### config.mk
export PLATFORM = sky130hd
export DESIGN_NAME = ros2_ip_shell
export DESIGN_NICKNAME = d
export VERILOG_FILES = /design/src/verilog/ros2_shell_pkg.sv /design/src/verilog/byte_fifo.sv /design/src/verilog/ip_rx_framer.sv /design/src/verilog/ip_tx_deframer.sv /design/src/verilog/buffer_grant_arbiter.sv /design/src/verilog/ros2_ip_shell.sv
export SDC_FILE = /design/constraint.sdc
export NUM_CORES = 1
export LEC_CHECK = 0
export BUFFER_PORTS_ARGS = -buffer_cell sky130_fd_sc_hd__buf_4
export CAP_MARGIN = 25
export CORE_MARGIN = 3
export CORE_UTILIZATION = 60
export DETAILED_ROUTE_END_ITERATION = 6
export PLACE_DENSITY = 0.8
export SKIP_CTS_REPAIR_TIMING = 1
export SYNTH_ARGS = -nofsm -noshare
export SYNTH_HDL_FRONTEND = slang
export SYNTH_SLANG_ARGS = --single-unit
export TNS_END_PERCENT = 100
### constraint.sdc
create_clock -name clk_int -period 6.47 [get_ports clk_int]
set_input_delay 0.3235 -clock clk_int [delete_from_list [all_inputs] [get_ports clk_int]]
set_output_delay 0.3235 -clock clk_int [all_outputs]
set_load 0.02 [all_outputs]
### src/verilog/ros2_shell_pkg.sv
`default_nettype none

package ros2_shell_pkg;

    localparam int RX_HDR_BYTES = 20;
    localparam int TX_HDR_BYTES = 13;

    // Received IPv4 header as delivered by the IP stack.
    typedef struct packed {
        logic [3:0]  version;
        logic [3:0]  ihl;
        logic [5:0]  dscp;
        logic [1:0]  ecn;
        logic [15:0] length;
        logic [15:0] identification;
        logic [2:0]  flags;
        logic [12:0] fragment_offset;
        logic [7:0]  ttl;
        logic [7:0]  protocol;
        logic [15:0] header_checksum;
        logic [31:0] source_ip;
        logic [31:0] dest_ip;
    } ip_rx_hdr_t;

    // Byte 0 sits at the most significant end of the header.
    typedef union packed {
        ip_rx_hdr_t                        hdr;
        logic [0:RX_HDR_BYTES-1][7:0]      bytes;
    } ip_rx_hdr_u;

    // Transmit header fields taken by the IP stack.
    typedef struct packed {
        logic [5:0]  dscp;
        logic [1:0]  ecn;
        logic [15:0] length;
        logic [7:0]  ttl;
        logic [7:0]  protocol;
        logic [31:0] source_ip;
        logic [31:0] dest_ip;
    } ip_tx_hdr_t;

    typedef union packed {
        ip_tx_hdr_t                        hdr;
        logic [0:TX_HDR_BYTES-1][7:0]      bytes;
    } ip_tx_hdr_u;

    typedef struct packed {
        logic [7:0] tdata;
        logic       tlast;
    } ip_beat_t;

    typedef enum logic [1:0] {
        GRANT_NONE = 2'b00,
        GRANT_IP   = 2'b01,
        GRANT_CPU  = 2'b10
    } app_grant_e;

endpackage

`default_nettype wire

### src/verilog/byte_fifo.sv
`default_nettype none

module byte_fifo #(
    parameter int DEPTH = 64
) (
    input  logic       clk_int,
    input  logic       rst_int,
    input  logic       wr_en,
    input  logic [7:0] din,
    input  logic       rd_en,
    output logic [7:0] dout,
    output logic       full,
    output logic       empty
);

    localparam int AW = $clog2(DEPTH);

    logic [7:0]  mem [0:DEPTH-1];
    logic [AW:0] wr_ptr;
    logic [AW:0] rd_ptr;

    if ((DEPTH & (DEPTH - 1)) != 0) begin : g_depth_check
        $error("byte_fifo DEPTH must be a power of two");
    end

    // The extra pointer bit tells a full buffer from an empty one.
    assign empty = (wr_ptr == rd_ptr);
    assign full  = (wr_ptr[AW] != rd_ptr[AW]) && (wr_ptr[AW-1:0] == rd_ptr[AW-1:0]);
    assign dout  = mem[rd_ptr[AW-1:0]]; // Head byte is visible without a read.

    always_ff @(posedge clk_int) begin
        if (wr_en && !full) begin
            mem[wr_ptr[AW-1:0]] <= din;
        end
    end

    always_ff @(posedge clk_int) begin
        if (rst_int) begin
            wr_ptr <= '0;
            rd_ptr <= '0;
        end else begin
            if (wr_en && !full) begin
                wr_ptr <= wr_ptr + 1'b1;
            end
            if (rd_en && !empty) begin
                rd_ptr <= rd_ptr + 1'b1;
            end
        end
    end

    a_no_write_when_full: assert property (
        @(posedge clk_int) disable iff (rst_int) !(wr_en && full)
    ) else $error("byte_fifo written while full");

    a_no_read_when_empty: assert property (
        @(posedge clk_int) disable iff (rst_int) !(rd_en && empty)
    ) else $error("byte_fifo read while empty");

endmodule

`default_nettype wire

### src/verilog/ip_rx_framer.sv
`default_nettype none

module ip_rx_framer (
    input  logic                     clk_int,
    input  logic                     rst_int,
    input  logic                     hdr_valid,
    output logic                     hdr_ready,
    input  ros2_shell_pkg::ip_rx_hdr_t hdr,
    input  logic                     payload_valid,
    output logic                     payload_ready,
    input  ros2_shell_pkg::ip_beat_t payload,
    input  logic                     fifo_full,
    output logic                     fifo_wr_en,
    output logic [7:0]               fifo_din
);

    import ros2_shell_pkg::*;

    typedef enum logic [1:0] {
        RX_IDLE,
        RX_HEADER,
        RX_PAYLOAD
    } rx_state_e;

    rx_state_e  state;
    ip_rx_hdr_u hdr_buf;
    logic [4:0] byte_cnt;

    always_comb begin
        payload_ready = 1'b0;
        fifo_wr_en    = 1'b0;
        fifo_din      = payload.tdata;
        case (state)
            RX_HEADER: begin
                fifo_wr_en = !fifo_full;
                fifo_din   = hdr_buf.bytes[byte_cnt];
            end
            RX_PAYLOAD: begin
                payload_ready = !fifo_full;
                fifo_wr_en    = payload_valid && !fifo_full;
            end
            default: begin
                fifo_wr_en = 1'b0;
            end
        endcase
    end

    always_ff @(posedge clk_int) begin
        if (hdr_valid && hdr_ready) begin
            hdr_buf.hdr <= hdr;
        end
    end

    // hdr_ready is registered so it comes up one cycle after reset.
    always_ff @(posedge clk_int) begin
        if (rst_int) begin
            state     <= RX_IDLE;
            hdr_ready <= 1'b0;
            byte_cnt  <= '0;
        end else begin
            case (state)
                RX_IDLE: begin
                    if (hdr_valid && hdr_ready) begin
                        state     <= RX_HEADER;
                        hdr_ready <= 1'b0;
                        byte_cnt  <= '0;
                    end else begin
                        hdr_ready <= 1'b1;
                    end
                end
                RX_HEADER: begin
                    if (!fifo_full) begin
                        if (byte_cnt == 5'(RX_HDR_BYTES - 1)) begin
                            state <= RX_PAYLOAD;
                        end else begin
                            byte_cnt <= byte_cnt + 1'b1;
                        end
                    end
                end
                RX_PAYLOAD: begin
                    if (payload_valid && payload_ready && payload.tlast) begin
                        state     <= RX_IDLE;
                        hdr_ready <= 1'b1; // Next header may be taken right away.
                    end
                end
                default: begin
                    state <= RX_IDLE;
                end
            endcase
        end
    end

endmodule

`default_nettype wire

### src/verilog/ip_tx_deframer.sv
`default_nettype none

module ip_tx_deframer (
    input  logic                       clk_int,
    input  logic                       rst_int,
    input  logic [7:0]                 fifo_dout,
    input  logic                       fifo_empty,
    output logic                       fifo_rd_en,
    output logic                       hdr_valid,
    input  logic                       hdr_ready,
    output ros2_shell_pkg::ip_tx_hdr_t hdr,
    output logic                       payload_valid,
    input  logic                       payload_ready,
    output ros2_shell_pkg::ip_beat_t   payload
);

    import ros2_shell_pkg::*;

    typedef enum logic [1:0] {
        TX_COLLECT,
        TX_HEADER,
        TX_PAYLOAD,
        TX_DONE
    } tx_state_e;

    tx_state_e   state;
    ip_tx_hdr_u  hdr_buf;
    logic [3:0]  byte_cnt;
    logic [15:0] remain;

    assign hdr           = hdr_buf.hdr;
    assign hdr_valid     = (state == TX_HEADER);
    assign payload_valid = (state == TX_PAYLOAD) && !fifo_empty;
    assign payload.tdata = fifo_dout;
    assign payload.tlast = (remain == 16'd1);

    always_comb begin
        case (state)
            TX_COLLECT: fifo_rd_en = !fifo_empty;
            TX_PAYLOAD: fifo_rd_en = !fifo_empty && payload_ready;
            default:    fifo_rd_en = 1'b0;
        endcase
    end

    // Prefix bytes enter at the low end, so the first byte ends up as byte 0.
    always_ff @(posedge clk_int) begin
        if (state == TX_COLLECT && !fifo_empty) begin
            hdr_buf.bytes <= {hdr_buf.bytes[1:TX_HDR_BYTES-1], fifo_dout};
        end
    end

    always_ff @(posedge clk_int) begin
        if (rst_int) begin
            state    <= TX_COLLECT;
            byte_cnt <= '0;
            remain   <= '0;
        end else begin
            case (state)
                TX_COLLECT: begin
                    if (!fifo_empty) begin
                        if (byte_cnt == 4'(TX_HDR_BYTES - 1)) begin
                            state <= TX_HEADER;
                        end else begin
                            byte_cnt <= byte_cnt + 1'b1;
                        end
                    end
                end
                TX_HEADER: begin
                    if (hdr_ready) begin
                        if (hdr_buf.hdr.length > 16'(RX_HDR_BYTES)) begin
                            remain <= hdr_buf.hdr.length - 16'(RX_HDR_BYTES);
                            state  <= TX_PAYLOAD;
                        end else begin
                            state <= TX_DONE; // Header only, no payload follows.
                        end
                    end
                end
                TX_PAYLOAD: begin
                    if (payload_valid && payload_ready) begin
                        remain <= remain - 1'b1;
                        if (payload.tlast) begin
                            state <= TX_DONE;
                        end
                    end
                end
                TX_DONE: begin
                    byte_cnt <= '0;
                    state    <= TX_COLLECT;
                end
                default: begin
                    state <= TX_COLLECT;
                end
            endcase
        end
    end

    a_short_length: assert property (
        @(posedge clk_int) disable iff (rst_int)
        (hdr_valid && hdr_ready) |-> (hdr.length > 16'(RX_HDR_BYTES))
    ) else $warning("tx length %0d leaves no payload", hdr.length);

    a_beat_held: assert property (
        @(posedge clk_int) disable iff (rst_int)
        (payload_valid && !payload_ready) |=> (payload_valid && $stable(payload))
    ) else $error("tx payload beat changed before transfer");

endmodule

`default_nettype wire

### src/verilog/buffer_grant_arbiter.sv
`default_nettype none

module buffer_grant_arbiter (
    input  logic clk_int,
    input  logic rst_int,
    input  logic app_ip_req,
    input  logic app_ip_rel,
    input  logic app_cpu_req,
    input  logic app_cpu_rel,
    output logic app_ip_grant,
    output logic app_cpu_grant,
    input  logic rxbuf_ip_rel,
    input  logic rxbuf_cpu_rel,
    output logic rxbuf_ip_grant,
    output logic rxbuf_cpu_grant
);

    import ros2_shell_pkg::*;

    app_grant_e app_state;
    logic       rxbuf_cpu_owns;

    assign app_ip_grant    = (app_state == GRANT_IP);
    assign app_cpu_grant   = (app_state == GRANT_CPU);
    assign rxbuf_ip_grant  = !rxbuf_cpu_owns;
    assign rxbuf_cpu_grant = rxbuf_cpu_owns;

    // The IP side wins when both sides ask in the same cycle.
    always_ff @(posedge clk_int) begin
        if (rst_int) begin
            app_state <= GRANT_NONE;
        end else begin
            case (app_state)
                GRANT_NONE: begin
                    if (app_ip_req) begin
                        app_state <= GRANT_IP;
                    end else if (app_cpu_req) begin
                        app_state <= GRANT_CPU;
                    end
                end
                GRANT_IP:  if (app_ip_rel) app_state <= GRANT_NONE;
                GRANT_CPU: if (app_cpu_rel) app_state <= GRANT_NONE;
                default:   app_state <= GRANT_NONE;
            endcase
        end
    end

    // The receive buffer always has an owner and changes hands on release.
    always_ff @(posedge clk_int) begin
        if (rst_int) begin
            rxbuf_cpu_owns <= 1'b0;
        end else if (!rxbuf_cpu_owns && rxbuf_ip_rel) begin
            rxbuf_cpu_owns <= 1'b1;
        end else if (rxbuf_cpu_owns && rxbuf_cpu_rel) begin
            rxbuf_cpu_owns <= 1'b0;
        end
    end

    a_app_one_holder: assert property (
        @(posedge clk_int) disable iff (rst_int) !(app_ip_grant && app_cpu_grant)
    ) else $error("app data granted to both sides");

endmodule

`default_nettype wire

### src/verilog/ros2_ip_shell.sv
`default_nettype none

module ros2_ip_shell #(
    parameter int RX_FIFO_DEPTH = 64,
    parameter int TX_FIFO_DEPTH = 64
) (
    input  logic                       clk_int,
    input  logic                       rst_int,

    input  logic                       rx_hdr_valid,
    output logic                       rx_hdr_ready,
    input  ros2_shell_pkg::ip_rx_hdr_t rx_hdr,
    input  logic                       rx_payload_valid,
    output logic                       rx_payload_ready,
    input  ros2_shell_pkg::ip_beat_t   rx_payload,

    output logic                       tx_hdr_valid,
    input  logic                       tx_hdr_ready,
    output ros2_shell_pkg::ip_tx_hdr_t tx_hdr,
    output logic                       tx_payload_valid,
    input  logic                       tx_payload_ready,
    output ros2_shell_pkg::ip_beat_t   tx_payload,

    output logic [7:0]                 core_rx_data,
    output logic                       core_rx_empty,
    input  logic                       core_rx_read,
    input  logic [7:0]                 core_tx_data,
    input  logic                       core_tx_write,
    output logic                       core_tx_full,

    input  logic                       app_ip_req,
    input  logic                       app_ip_rel,
    input  logic                       app_cpu_req,
    input  logic                       app_cpu_rel,
    output logic                       app_ip_grant,
    output logic                       app_cpu_grant,
    input  logic                       rxbuf_ip_rel,
    input  logic                       rxbuf_cpu_rel,
    output logic                       rxbuf_ip_grant,
    output logic                       rxbuf_cpu_grant
);

    wire       rx_fifo_wr_en;
    wire [7:0] rx_fifo_din;
    wire       rx_fifo_full;
    wire       tx_fifo_rd_en;
    wire [7:0] tx_fifo_dout;
    wire       tx_fifo_empty;

    ip_rx_framer u_rx_framer (
        .clk_int       (clk_int),
        .rst_int       (rst_int),
        .hdr_valid     (rx_hdr_valid),
        .hdr_ready     (rx_hdr_ready),
        .hdr           (rx_hdr),
        .payload_valid (rx_payload_valid),
        .payload_ready (rx_payload_ready),
        .payload       (rx_payload),
        .fifo_full     (rx_fifo_full),
        .fifo_wr_en    (rx_fifo_wr_en),
        .fifo_din      (rx_fifo_din)
    );

    byte_fifo #(.DEPTH(RX_FIFO_DEPTH)) rx_fifo (
        .clk_int (clk_int),
        .rst_int (rst_int),
        .wr_en   (rx_fifo_wr_en),
        .din     (rx_fifo_din),
        .rd_en   (core_rx_read),
        .dout    (core_rx_data),
        .full    (rx_fifo_full),
        .empty   (core_rx_empty)
    );

    byte_fifo #(.DEPTH(TX_FIFO_DEPTH)) tx_fifo (
        .clk_int (clk_int),
        .rst_int (rst_int),
        .wr_en   (core_tx_write),
        .din     (core_tx_data),
        .rd_en   (tx_fifo_rd_en),
        .dout    (tx_fifo_dout),
        .full    (core_tx_full),
        .empty   (tx_fifo_empty)
    );

    ip_tx_deframer u_tx_deframer (
        .clk_int       (clk_int),
        .rst_int       (rst_int),
        .fifo_dout     (tx_fifo_dout),
        .fifo_empty    (tx_fifo_empty),
        .fifo_rd_en    (tx_fifo_rd_en),
        .hdr_valid     (tx_hdr_valid),
        .hdr_ready     (tx_hdr_ready),
        .hdr           (tx_hdr),
        .payload_valid (tx_payload_valid),
        .payload_ready (tx_payload_ready),
        .payload       (tx_payload)
    );

    buffer_grant_arbiter u_arbiter (
        .clk_int         (clk_int),
        .rst_int         (rst_int),
        .app_ip_req      (app_ip_req),
        .app_ip_rel      (app_ip_rel),
        .app_cpu_req     (app_cpu_req),
        .app_cpu_rel     (app_cpu_rel),
        .app_ip_grant    (app_ip_grant),
        .app_cpu_grant   (app_cpu_grant),
        .rxbuf_ip_rel    (rxbuf_ip_rel),
        .rxbuf_cpu_rel   (rxbuf_cpu_rel),
        .rxbuf_ip_grant  (rxbuf_ip_grant),
        .rxbuf_cpu_grant (rxbuf_cpu_grant)
    );

endmodule

`default_nettype wire

### Yosys cells after proc, flatten, opt, wreduce, memory -nomap -nowiden

Memory sizes are Yosys's and may differ from the RTL's. A register that Yosys moved wholly into a read port is not among the register bits.
Index checks and enable logic that the tools add are counted.

* bitwise logic cells: 1
* magnitude comparators: 2
* equality and inequality tests: 31
* add/sub/neg operators: 8
* reductions and logical operators: 36
* mux-type cells: 48

Operators with widths (count)
* 2-to-1 mux 16 bit: 3
* binary-select mux 8 bit (select 5 bit): 1
* one-hot mux 16 bit (2 select lines): 1
* adder 7 x 1 -> 7 bit (second input constant): 4
* 2-to-1 mux 2 bit: 13
* 2-to-1 mux 6 bit: 4
* 2-to-1 mux 8 bit: 3
* inequality test 2 bit (second input constant): 9
* == test 16 x 1 -> 1 bit (second input constant): 1
* greater-than comparator 16 x 5 -> 1 bit (second input constant): 1
* logical AND 1 bit: 16
* subtractor 16 x 1 -> 16 bit (second input constant): 1
* subtractor 16 x 5 -> 16 bit (second input constant): 1
* 2-to-1 mux 5 bit: 3
* == test 7 bit: 2
* == test 6 bit: 2
* one-hot mux 2 bit (3 select lines): 2
* AND reduction 4 bit: 3
* 2-to-1 mux 1 bit: 10
* inequality test 2 x 1 -> 1 bit (second input constant): 5
* one-hot mux 5 bit (2 select lines): 1
* nonzero test 2 bit: 5
* == test 2 bit (second input constant): 4
* 2-to-1 mux 4 bit: 2
* 17 further kinds: 29

* memories: 2
* input port bits: 191
* register bits: 325
* RAM bits: 1024
* logic and storage cells: 142

Memories
* rx_fifo.mem: depth 64, bits a word 8, read ports 1, clocked after Yosys merged registers in 1, wr ports 1, RTL line byte_fifo.sv:18 `logic [7:0] mem [0:DEPTH-1];`
* tx_fifo.mem: depth 64, bits a word 8, read ports 1, clocked after Yosys merged registers in 1, wr ports 1, RTL line byte_fifo.sv:18

### Depth between registers and ports, before layout

Gate-level depths: netlist of the first run.

* word-level depth: 8
* gate-level depth with buffers: 10
* gate-level depth less buffers: 8

### Hierarchy

Synthesis of the first run repeated with hierarchy kept, for this count alone.

* cells, all modules: 2698
* area total of the unflattened synthesis: 53508.8 µm²

Modules (own cells, without submodules)
* byte_fifo: area each 20851.2 µm², times used 2, cells an instance 998, seq. area each 15775.1 µm²
* ip_rx_framer: area each 6794.0 µm², times used 1, cells an instance 345, seq. area each 4964.8 µm²
* ip_tx_deframer: area each 4873.4 µm², times used 1, cells an instance 343, seq. area each 3563.4 µm²
* buffer_grant_arbiter: area each 138.9 µm², times used 1, cells an instance 14, seq. area each 60.1 µm²

### Worst setup path after synthesis of the first run

Ideal clock, no wire load.

* path kind: register to register
* start point: register tx_fifo.wr_ptr[1]
* end point: register u_tx_deframer.hdr_buf, in the netlist u_tx_deframer.hdr[0] (enable)
* data required time: 5.902 ns
* arrival time: 5.251 ns
* setup time: 0.568 ns
* clock period less this slack: 5.819 ns
* stages on the path, launching flop included: 6
* setup slack: 0.651 ns
* path through: dfxtp_1 -> buf_2 -> xnor2_1 -> nand4_1 -> nor3_2 -> nor2_1

* longest elaborated chain between the ends: 3

Ends and longest elaborated chain
* start, declared: RTL line byte_fifo.sv:19 `logic [AW:0] wr_ptr;`
* start signal, assigned: RTL line byte_fifo.sv:43 `wr_ptr <= wr_ptr + 1'b1;`
* == test 7 bit: RTL line byte_fifo.sv:27 `assign empty = (wr_ptr == rd_ptr);`
* logical NOT 1 bit: RTL line ip_tx_deframer.sv:47 `if (state == TX_COLLECT && !fifo_empty) begin`
* logical AND 1 bit: RTL line ip_tx_deframer.sv:47
* end, declared: RTL line ip_tx_deframer.sv:27 `ip_tx_hdr_u hdr_buf;`

No other way between the ends.
A chain may end at the register's enable or synchronous reset.

==> results of run 1 <==
## logic make-up after synthesis
family | Yosys count
multiplexers | 342
buffers and inverters | 160
XOR/XNOR | 45
flip-flops | 1361
AND/OR/NAND/NOR | 517
adder cells (fa/ha/maj) | 18
AO/OA/AOI/OAI | 260
## power groups by stage
| stage | sequential, mW | combinational (mW) | clock (mW) |
|---|---|---|---|
| floorplan | 11.9 | 2.83 | 0 |
| global placement | 11.6 | 4.64 | 0 |
| detailed placement | 11.7 | 4.90 | 0 |
| CTS | 11.5 | 4.95 | 7.79 |
| global route | 11.6 | 5.42 | 8.21 |
| finish | 11.5 | 5.16 | 7.83 |
## final cells by class
cell class | instances | area [µm²] | share of cell area (%)
antenna | 7 | 17.5 | 0.0280
clock buffer | 164 | 3570 | 5.72
clock inverter | 82 | 783 | 1.25
inverter | 23 | 86.3 | 0.138
multi-input combinational | 1182 | 11900 | 19.1
sequential | 1361 | 40200 | 64.3
tap | 1155 | 1450 | 2.31
timing repair buffer | 520 | 4480 | 7.18
## flip-flops by register name, summed over array words and instances (netlist names), 7 cells and up, named ones only
register / flops
rx_fifo.mem: 512
u_rx_framer.hdr_buf: 160
u_tx_deframer.hdr: 104
u_tx_deframer.remain: 16
rx_fifo.rd_ptr: 7
rx_fifo.wr_ptr: 7
tx_fifo.rd_ptr: 7
tx_fifo.wr_ptr: 7
tx_fifo.mem: 512
## metal layers
metal  share of wire (%)  vias up  global-route usage (%)
li1                    -    12062                       -
met1                  33    15188                    34.3
met2                  52     2096                    46.6
met3                 8.7      481                    4.66
met4                 6.0        0                    13.5
met5                   0        -                       0
## per-stage QoR
stage,hold WS (ns),util (%),setup slack [ns],instances,cell area [µm²]
5_1_grt,0.0151,71.8,1.78,4492,62500
2_1_floorplan,0.422,-,0.651,2703,52900
4_1_cts,-0.290,69.8,1.99,4314,60700
3_3_place_gp,0.430,64.6,2.63,4061,56200
6_report,0.0336,71.8,2.06,4494,62500
3_5_place_dp,0.433,64.8,2.63,4068,56300
## cells in the final DEF, fill, tap and decap left out, types with 8 or more instances in the layout
cell type | netlist | final
dlygate4sd3_1 | 0 | 168
ha_1 | 18 | 18
mux4_2 | 296 | 296
nand2b_1 | 19 | 19
clkinv_1 | 0 | 25
bufinv_16 | 0 | 10
nand2_2 | 0 | 8
a21oi_1 | 54 | 54
nand3_1 | 33 | 33
clkbuf_1 | 58 | 25
o22ai_1 | 66 | 66
dfxtp_1 | 73 | 65
clkbuf_16 | 0 | 139
clkinv_2 | 0 | 26
nor4_1 | 15 | 15
o21a_1 | 8 | 8
buf_4 | 21 | 341
nor2_1 | 218 | 217
edfxtp_1 | 1288 | 1288
nand2_1 | 102 | 94
mux2i_1 | 43 | 43
nand4_1 | 8 | 8
nor3_1 | 24 | 24
inv_1 | 23 | 23
nand3b_1 | 13 | 13
a211oi_1 | 19 | 19
xnor2_1 | 20 | 20
xor2_1 | 25 | 25
nor2b_1 | 34 | 34
or3_1 | 12 | 12
buf_12 | 1 | 8
a31oi_1 | 11 | 11
o21ai_0 | 39 | 39
## worst reg2reg max path: stages (launching register included)
cell and delay [ns]:
dfxtp_2 0.90, buf_4 0.53, mux4_2 0.60, mux4_2 0.54
nand2_1 0.12, nand2_2 0.46, buf_16 0.41
## worst max-delay path by stage
stage	start	end	depth (start not counted)
2_1_floorplan	tx_fifo.wr_ptr[1]$_SDFFE_PP0P_	u_tx_deframer.hdr[0]$_DFFE_PN_	5
3_3_place_gp	u_rx_framer.byte_cnt[0]$_SDFFE_PP0P_	rx_fifo.mem[13][4]$_DFFE_PP_	5
3_5_place_dp	u_rx_framer.byte_cnt[0]$_SDFFE_PP0P_	rx_fifo.mem[13][0]$_DFFE_PP_	5
4_1_cts	flop	tx_payload[7]	6
5_1_grt	flop	tx_payload[7]	6
6_report	flop	core_rx_data[4]	7
==> results_dict.tcl, run 1 <==
set metrics [dict create \
    cp.arrival_ns 4.08 \
    post-route-period-util_pct 68.1 \
    gp_congestion 0.847 \
    core_um2 87000 \
    crit_path_max_incr_delay_ns 0.99 \
    peakVddDrop_v 0.000320 \
    vias 29827 \
    synthArstFlopShare_pct 0 \
    cts_sinks 1361 \
    relSlewSlack_pct 30.3 \
    clk_path_buf_depth 3 \
    max_clock_freq_mhz 227 \
    powerDensity_nw_per_um2 392 \
    drc 0 \
    drive_gt1_share_pct 26.7 \
    ys_seq_elements 1361 \
    rsz0062_at_grt "false" \
    critical_path.top_delay_family "compound AO/OA/AOI/OAI gates" \
    syn_inst 2703 \
    cts_tree "yes" \
    p_sw_share_pct 29.0 \
    dr.pass1.iters 6 \
    grt_pass1_vias 29010 \
    grt_max_degree 84 \
    fp-row-count 108 \
    final_nets 3434 \
    overflow 0 \
    synth-edff-count 1288 \
    synthAdderAreaFrac_pct 0.426 \
    worstReg2RegEnd "rx_fifo.mem[36][4]$_DFFE_PP_" \
    synth_top_area_cell "edfxtp_1" \
    min-delay-start "tx_hdr_ready" \
    holdPathEnd "u_tx_deframer.state[1]$_SDFFE_PP0P_" \
    hold_viol 0 \
    p_total_mw 24.5 \
    combPwrFrac_pct 21.1 \
    worst_pin_slew_ns 1.04 \
    avgSynthCellArea_um2 19.6 \
    ys.warnings.count 0 \
    crit_path_max_fanout 58 \
    yosysMostFrequentCell "edfxtp_1" \
    numCtsBuffers 137 \
    worstSetupStartpointType "flop" \
    critPathBufInv 2 \
    switchingPower_mw 7.10 \
    endpoint_kind "output pin" \
    reg2reg_from "u_rx_framer.byte_cnt[0]$_SDFFE_PP0P_" \
    r2r_cells 6 \
    setup_viol 0 \
    postRouteAntennaNets 0 \
    synth.area.top_cells "edfxtp_1, mux4_2, dfxtp_1, nor2_1, mux2i_1" \
    p_leak_nw 20.0 \
    min_path_cells 5 \
    finClkSkew_ns 0.0373 \
    fin_setup_tns_ns 0 \
    hp-class "in -> reg" \
    n_fill_cell 4822 \
    initial_utilization_pct 60.8 \
    viasPerCell 6.64 \
    synth-xor-area-share_pct 0.745 \
    drv_slew 0 \
    grt_usage_pct 27.3 \
    synth_fp_nets 2912 \
    worstSetupPathType "reg -> out" \
    synth_compound_area_share_pct 3.24 \
    worstPathRequired_ns 6.15 \
    grt_first_pass_wirelength_mm 184 \
    grt_antenna_before_repair 4 \
    synth_top_area_share_pct 73.1 \
    die_height_um 303 \
    synth_mux_area_share_pct 13.5 \
    syn_area_um2 52900 \
    ys_seq_area_share_pct 75.9 \
    io-pin-count 322 \
    yosys-top-cells-count "edfxtp_1, mux4_2, nor2_1" \
    die_x_um 303 \
    critPathSlowestCell "dfxtp_4" \
    io_buffers 321 \
    syn2layout_area_growth_pct 18.2 \
    clk_pin_slew_ns 0.06 \
    wl_mm 136 \
    clk_latency_ns 0.76 \
    synth_flop_cell "edfxtp_1" \
    clock_power_share_pct 32.0 \
    worstPathCellList "buf_4 > mux4_2 > mux2i_1 > a211oi_1 > o21ai_0 > o21ai_0 > buf_4" \
    avgRoutedWirePerCell_um 30.4 \
    yosysUniqueCellTypes 73 \
    drv_cap 0 \
    cts-root-buf "clkbuf_16" \
    min_period_ns 4.41 \
    seq_power_share_pct 46.9 \
    initialDrtViolationCount 4154 \
    synth_top_family_by_area "multiplexers" \
    htree_levels 4 \
    hpwl_mm 75.1 \
    internal_power_mw 17.4 \
    status "finished, final reports clean" \
    rrSetupSlack_ns 2.62 \
    synth-simple-area-share_pct 4.63 \
    dieArea_um2 91700 \
]
(Power assumes the default switching activity.)
==> run 2, diff against run 1 <==
==> constraint.sdc (replaced) <==
create_clock -name clk_int -period 4.1 [get_ports clk_int]
set_input_delay 0.205 -clock clk_int [delete_from_list [all_inputs] [get_ports clk_int]]
set_output_delay 0.205 -clock clk_int [all_outputs]
set_load 0.02 [all_outputs]
==> run 2 against run 1 <==
Net effect:
- the run now ends with design-rule violations left
- flip-flop and latch count is the same
- sequential share of layout area is essentially flat
- die area is the same
- power grew 56%
- utilization is essentially flat
- register-to-register slack lost 1.9 ns
- worst hold slack lost 0.0028 ns
- sequential power grew 57%
- via count grew 0.51%
- count of clock-buffer cells in the layout grew 10
- critical path type unchanged
- critical endpoint is now tx_payload[4]
==> results_dict.tcl, run 2 (same netlist as run 1, synthesis figures left out) <==
set metrics [dict create \
    hpwl_mm 76.5 \
    fin_area_um2 62500 \
    powerDensity_nw_per_um2 611 \
    critPathBufInv 2 \
    core_um2 87000 \
    drv_cap 0 \
    peakVddDrop_v 0.000708 \
    grt_usage_pct 27.5 \
    clk_pin_slew_ns 0.06 \
    initialDrtViolationCount 3860 \
    post-route-period-util_pct 99.3 \
    holdWs_ns 0.0308 \
    die_x_um 303 \
    initial_utilization_pct 60.8 \
    dp_cells 4094 \
    worstSetupPathType "reg -> out" \
    relSlewSlack_pct 23.8 \
    crit_path_max_fanout 52 \
    fp-row-count 108 \
    drv_slew 0 \
    max_clock_freq_mhz 246 \
    drive_gt1_share_pct 26.6 \
    holdPathEnd "tx_fifo.rd_ptr[6]$_SDFFE_PP0N_" \
    status "finished, violations left" \
    p_total_mw 38.2 \
    violations "design-rule violations" \
    critPathSlowestCell "dfxtp_4" \
    post-route-util_pct 71.8 \
    die_height_um 303 \
    r2r_cells 6 \
    hold_viol 0 \
    drc 1 \
    htree_levels 4 \
    viasPerCell 6.64 \
    cts_tree "yes" \
    grt_max_degree 105 \
    min_period_ns 4.07 \
    final_common_cell "edfxtp_1" \
    avgRoutedWirePerCell_um 30.4 \
    fin_cells 4514 \
    layout_common_cells "edfxtp_1, buf_4, mux4_2" \
    cp.arrival_ns 3.87 \
    critical_path.top_delay_family "simple AND/OR/NAND/NOR gates" \
    worstSetupStartpointType "flop" \
    cts-root-buf "clkbuf_16" \
    numCtsBuffers 133 \
    dr.pass1.iters 7 \
    min-delay-start "rst_int" \
    worstPathRequired_ns 3.89 \
    p_leak_nw 20.0 \
    wl_mm 137 \
    endpoint_kind "output pin" \
    cts_sinks 1361 \
    min_path_cells 2 \
    rrSetupSlack_ns 0.75 \
    place_area_um2 56600 \
    setup_ws_ns 0.0283 \
    hp-class "in -> reg" \
    reg2reg_from "tx_fifo.wr_ptr[3]$_SDFFE_PP0P_" \
    vias 29978 \
    worstPathCellList "buf_4 > or3_1 > o22ai_1 > or4_1 > o21ai_0 > buf_4" \
    worstReg2RegEnd "tx_fifo.mem[2][4]$_DFFE_PP_" \
    overflow 0 \
    finClkSkew_ns 0.0445 \
    worst_pin_slew_ns 1.14 \
    grt_first_pass_wirelength_mm 185 \
    grt_pass1_vias 28949 \
    crit_path_max_incr_delay_ns 0.84 \
    critPathMostFrequentCell "buf_4" \
    gp_congestion 0.885 \
    final_nets 3457 \
    fin_setup_tns_ns 0 \
    clk_path_buf_depth 3 \
    setup_viol 0 \
    clk_latency_ns 0.74 \
    postRouteAntennaNets 0 \
    io_buffers 321 \
    io-pin-count 322 \
    syn2layout_area_growth_pct 18.1 \
    rsz0062_at_grt "false" \
    dieArea_um2 91700 \
    place_ws_ns 0.771 \
    grt_antenna_before_repair 8 \
]
[run 2: cell count changes in the layout (fill, tap and decap cells not counted), sizes merged]
cell / previous run / this run
diode: 7 / 9
clkbuf: 164 / 174
clkinv: 59 / 44
buf: 352 / 376
dlygate4sd3: 168 / 171
bufinv: 10 / 6
[run 2: routing by layer]
metal	GRT usage [%]	share of wire, %	wire length [µm]	vias up
met4	12.0	5.6	7650	0
met5	0	0	0	-
met1	35.3	33	45500	15173
met2	47.4	52	71800	2197
met3	4.26	8.8	12100	500
li1	-	-	-	12108
[run 2: power by group]
part | switching (mW) | leakage (nW) | internal [mW] | total, mW
clock | 5.25 | 1.98 | 6.56 | 11.8
combinational | 5.06 | 5.71 | 3.24 | 8.30
sequential | 0.770 | 12.3 | 17.3 | 18.1
[run 2: how the worst max path moves through the flow]
stage / from / to / depth (start not counted)
6_report: flop / tx_payload[4] / 6
5_1_grt: flop / tx_payload[4] / 6
4_1_cts: flop / tx_payload[4] / 6
3_5_place_dp: tx_fifo.wr_ptr[3]$_SDFFE_PP0P_ / tx_fifo.mem[25][2]$_DFFE_PP_ / 6
3_3_place_gp: flop / tx_payload[4] / 6
2_1_floorplan: tx_fifo.wr_ptr[1]$_SDFFE_PP0P_ / u_tx_deframer.hdr[0]$_DFFE_PN_ / 5
[run 2: layout make-up]
| class | instances | area [µm²] |
|---|---|---|
| flip-flops and latches | 1361 | 40200 |
| inverters | 23 | 86.3 |
| multi-input cells | 1182 | 11900 |
| well taps | 1155 | 1450 |
| diodes | 9 | 22.5 |
| clock buffers | 174 | 3580 |
| clock inverters | 63 | 528 |
| repair buffers | 547 | 4700 |
| fillers | 4813 | 24600 |
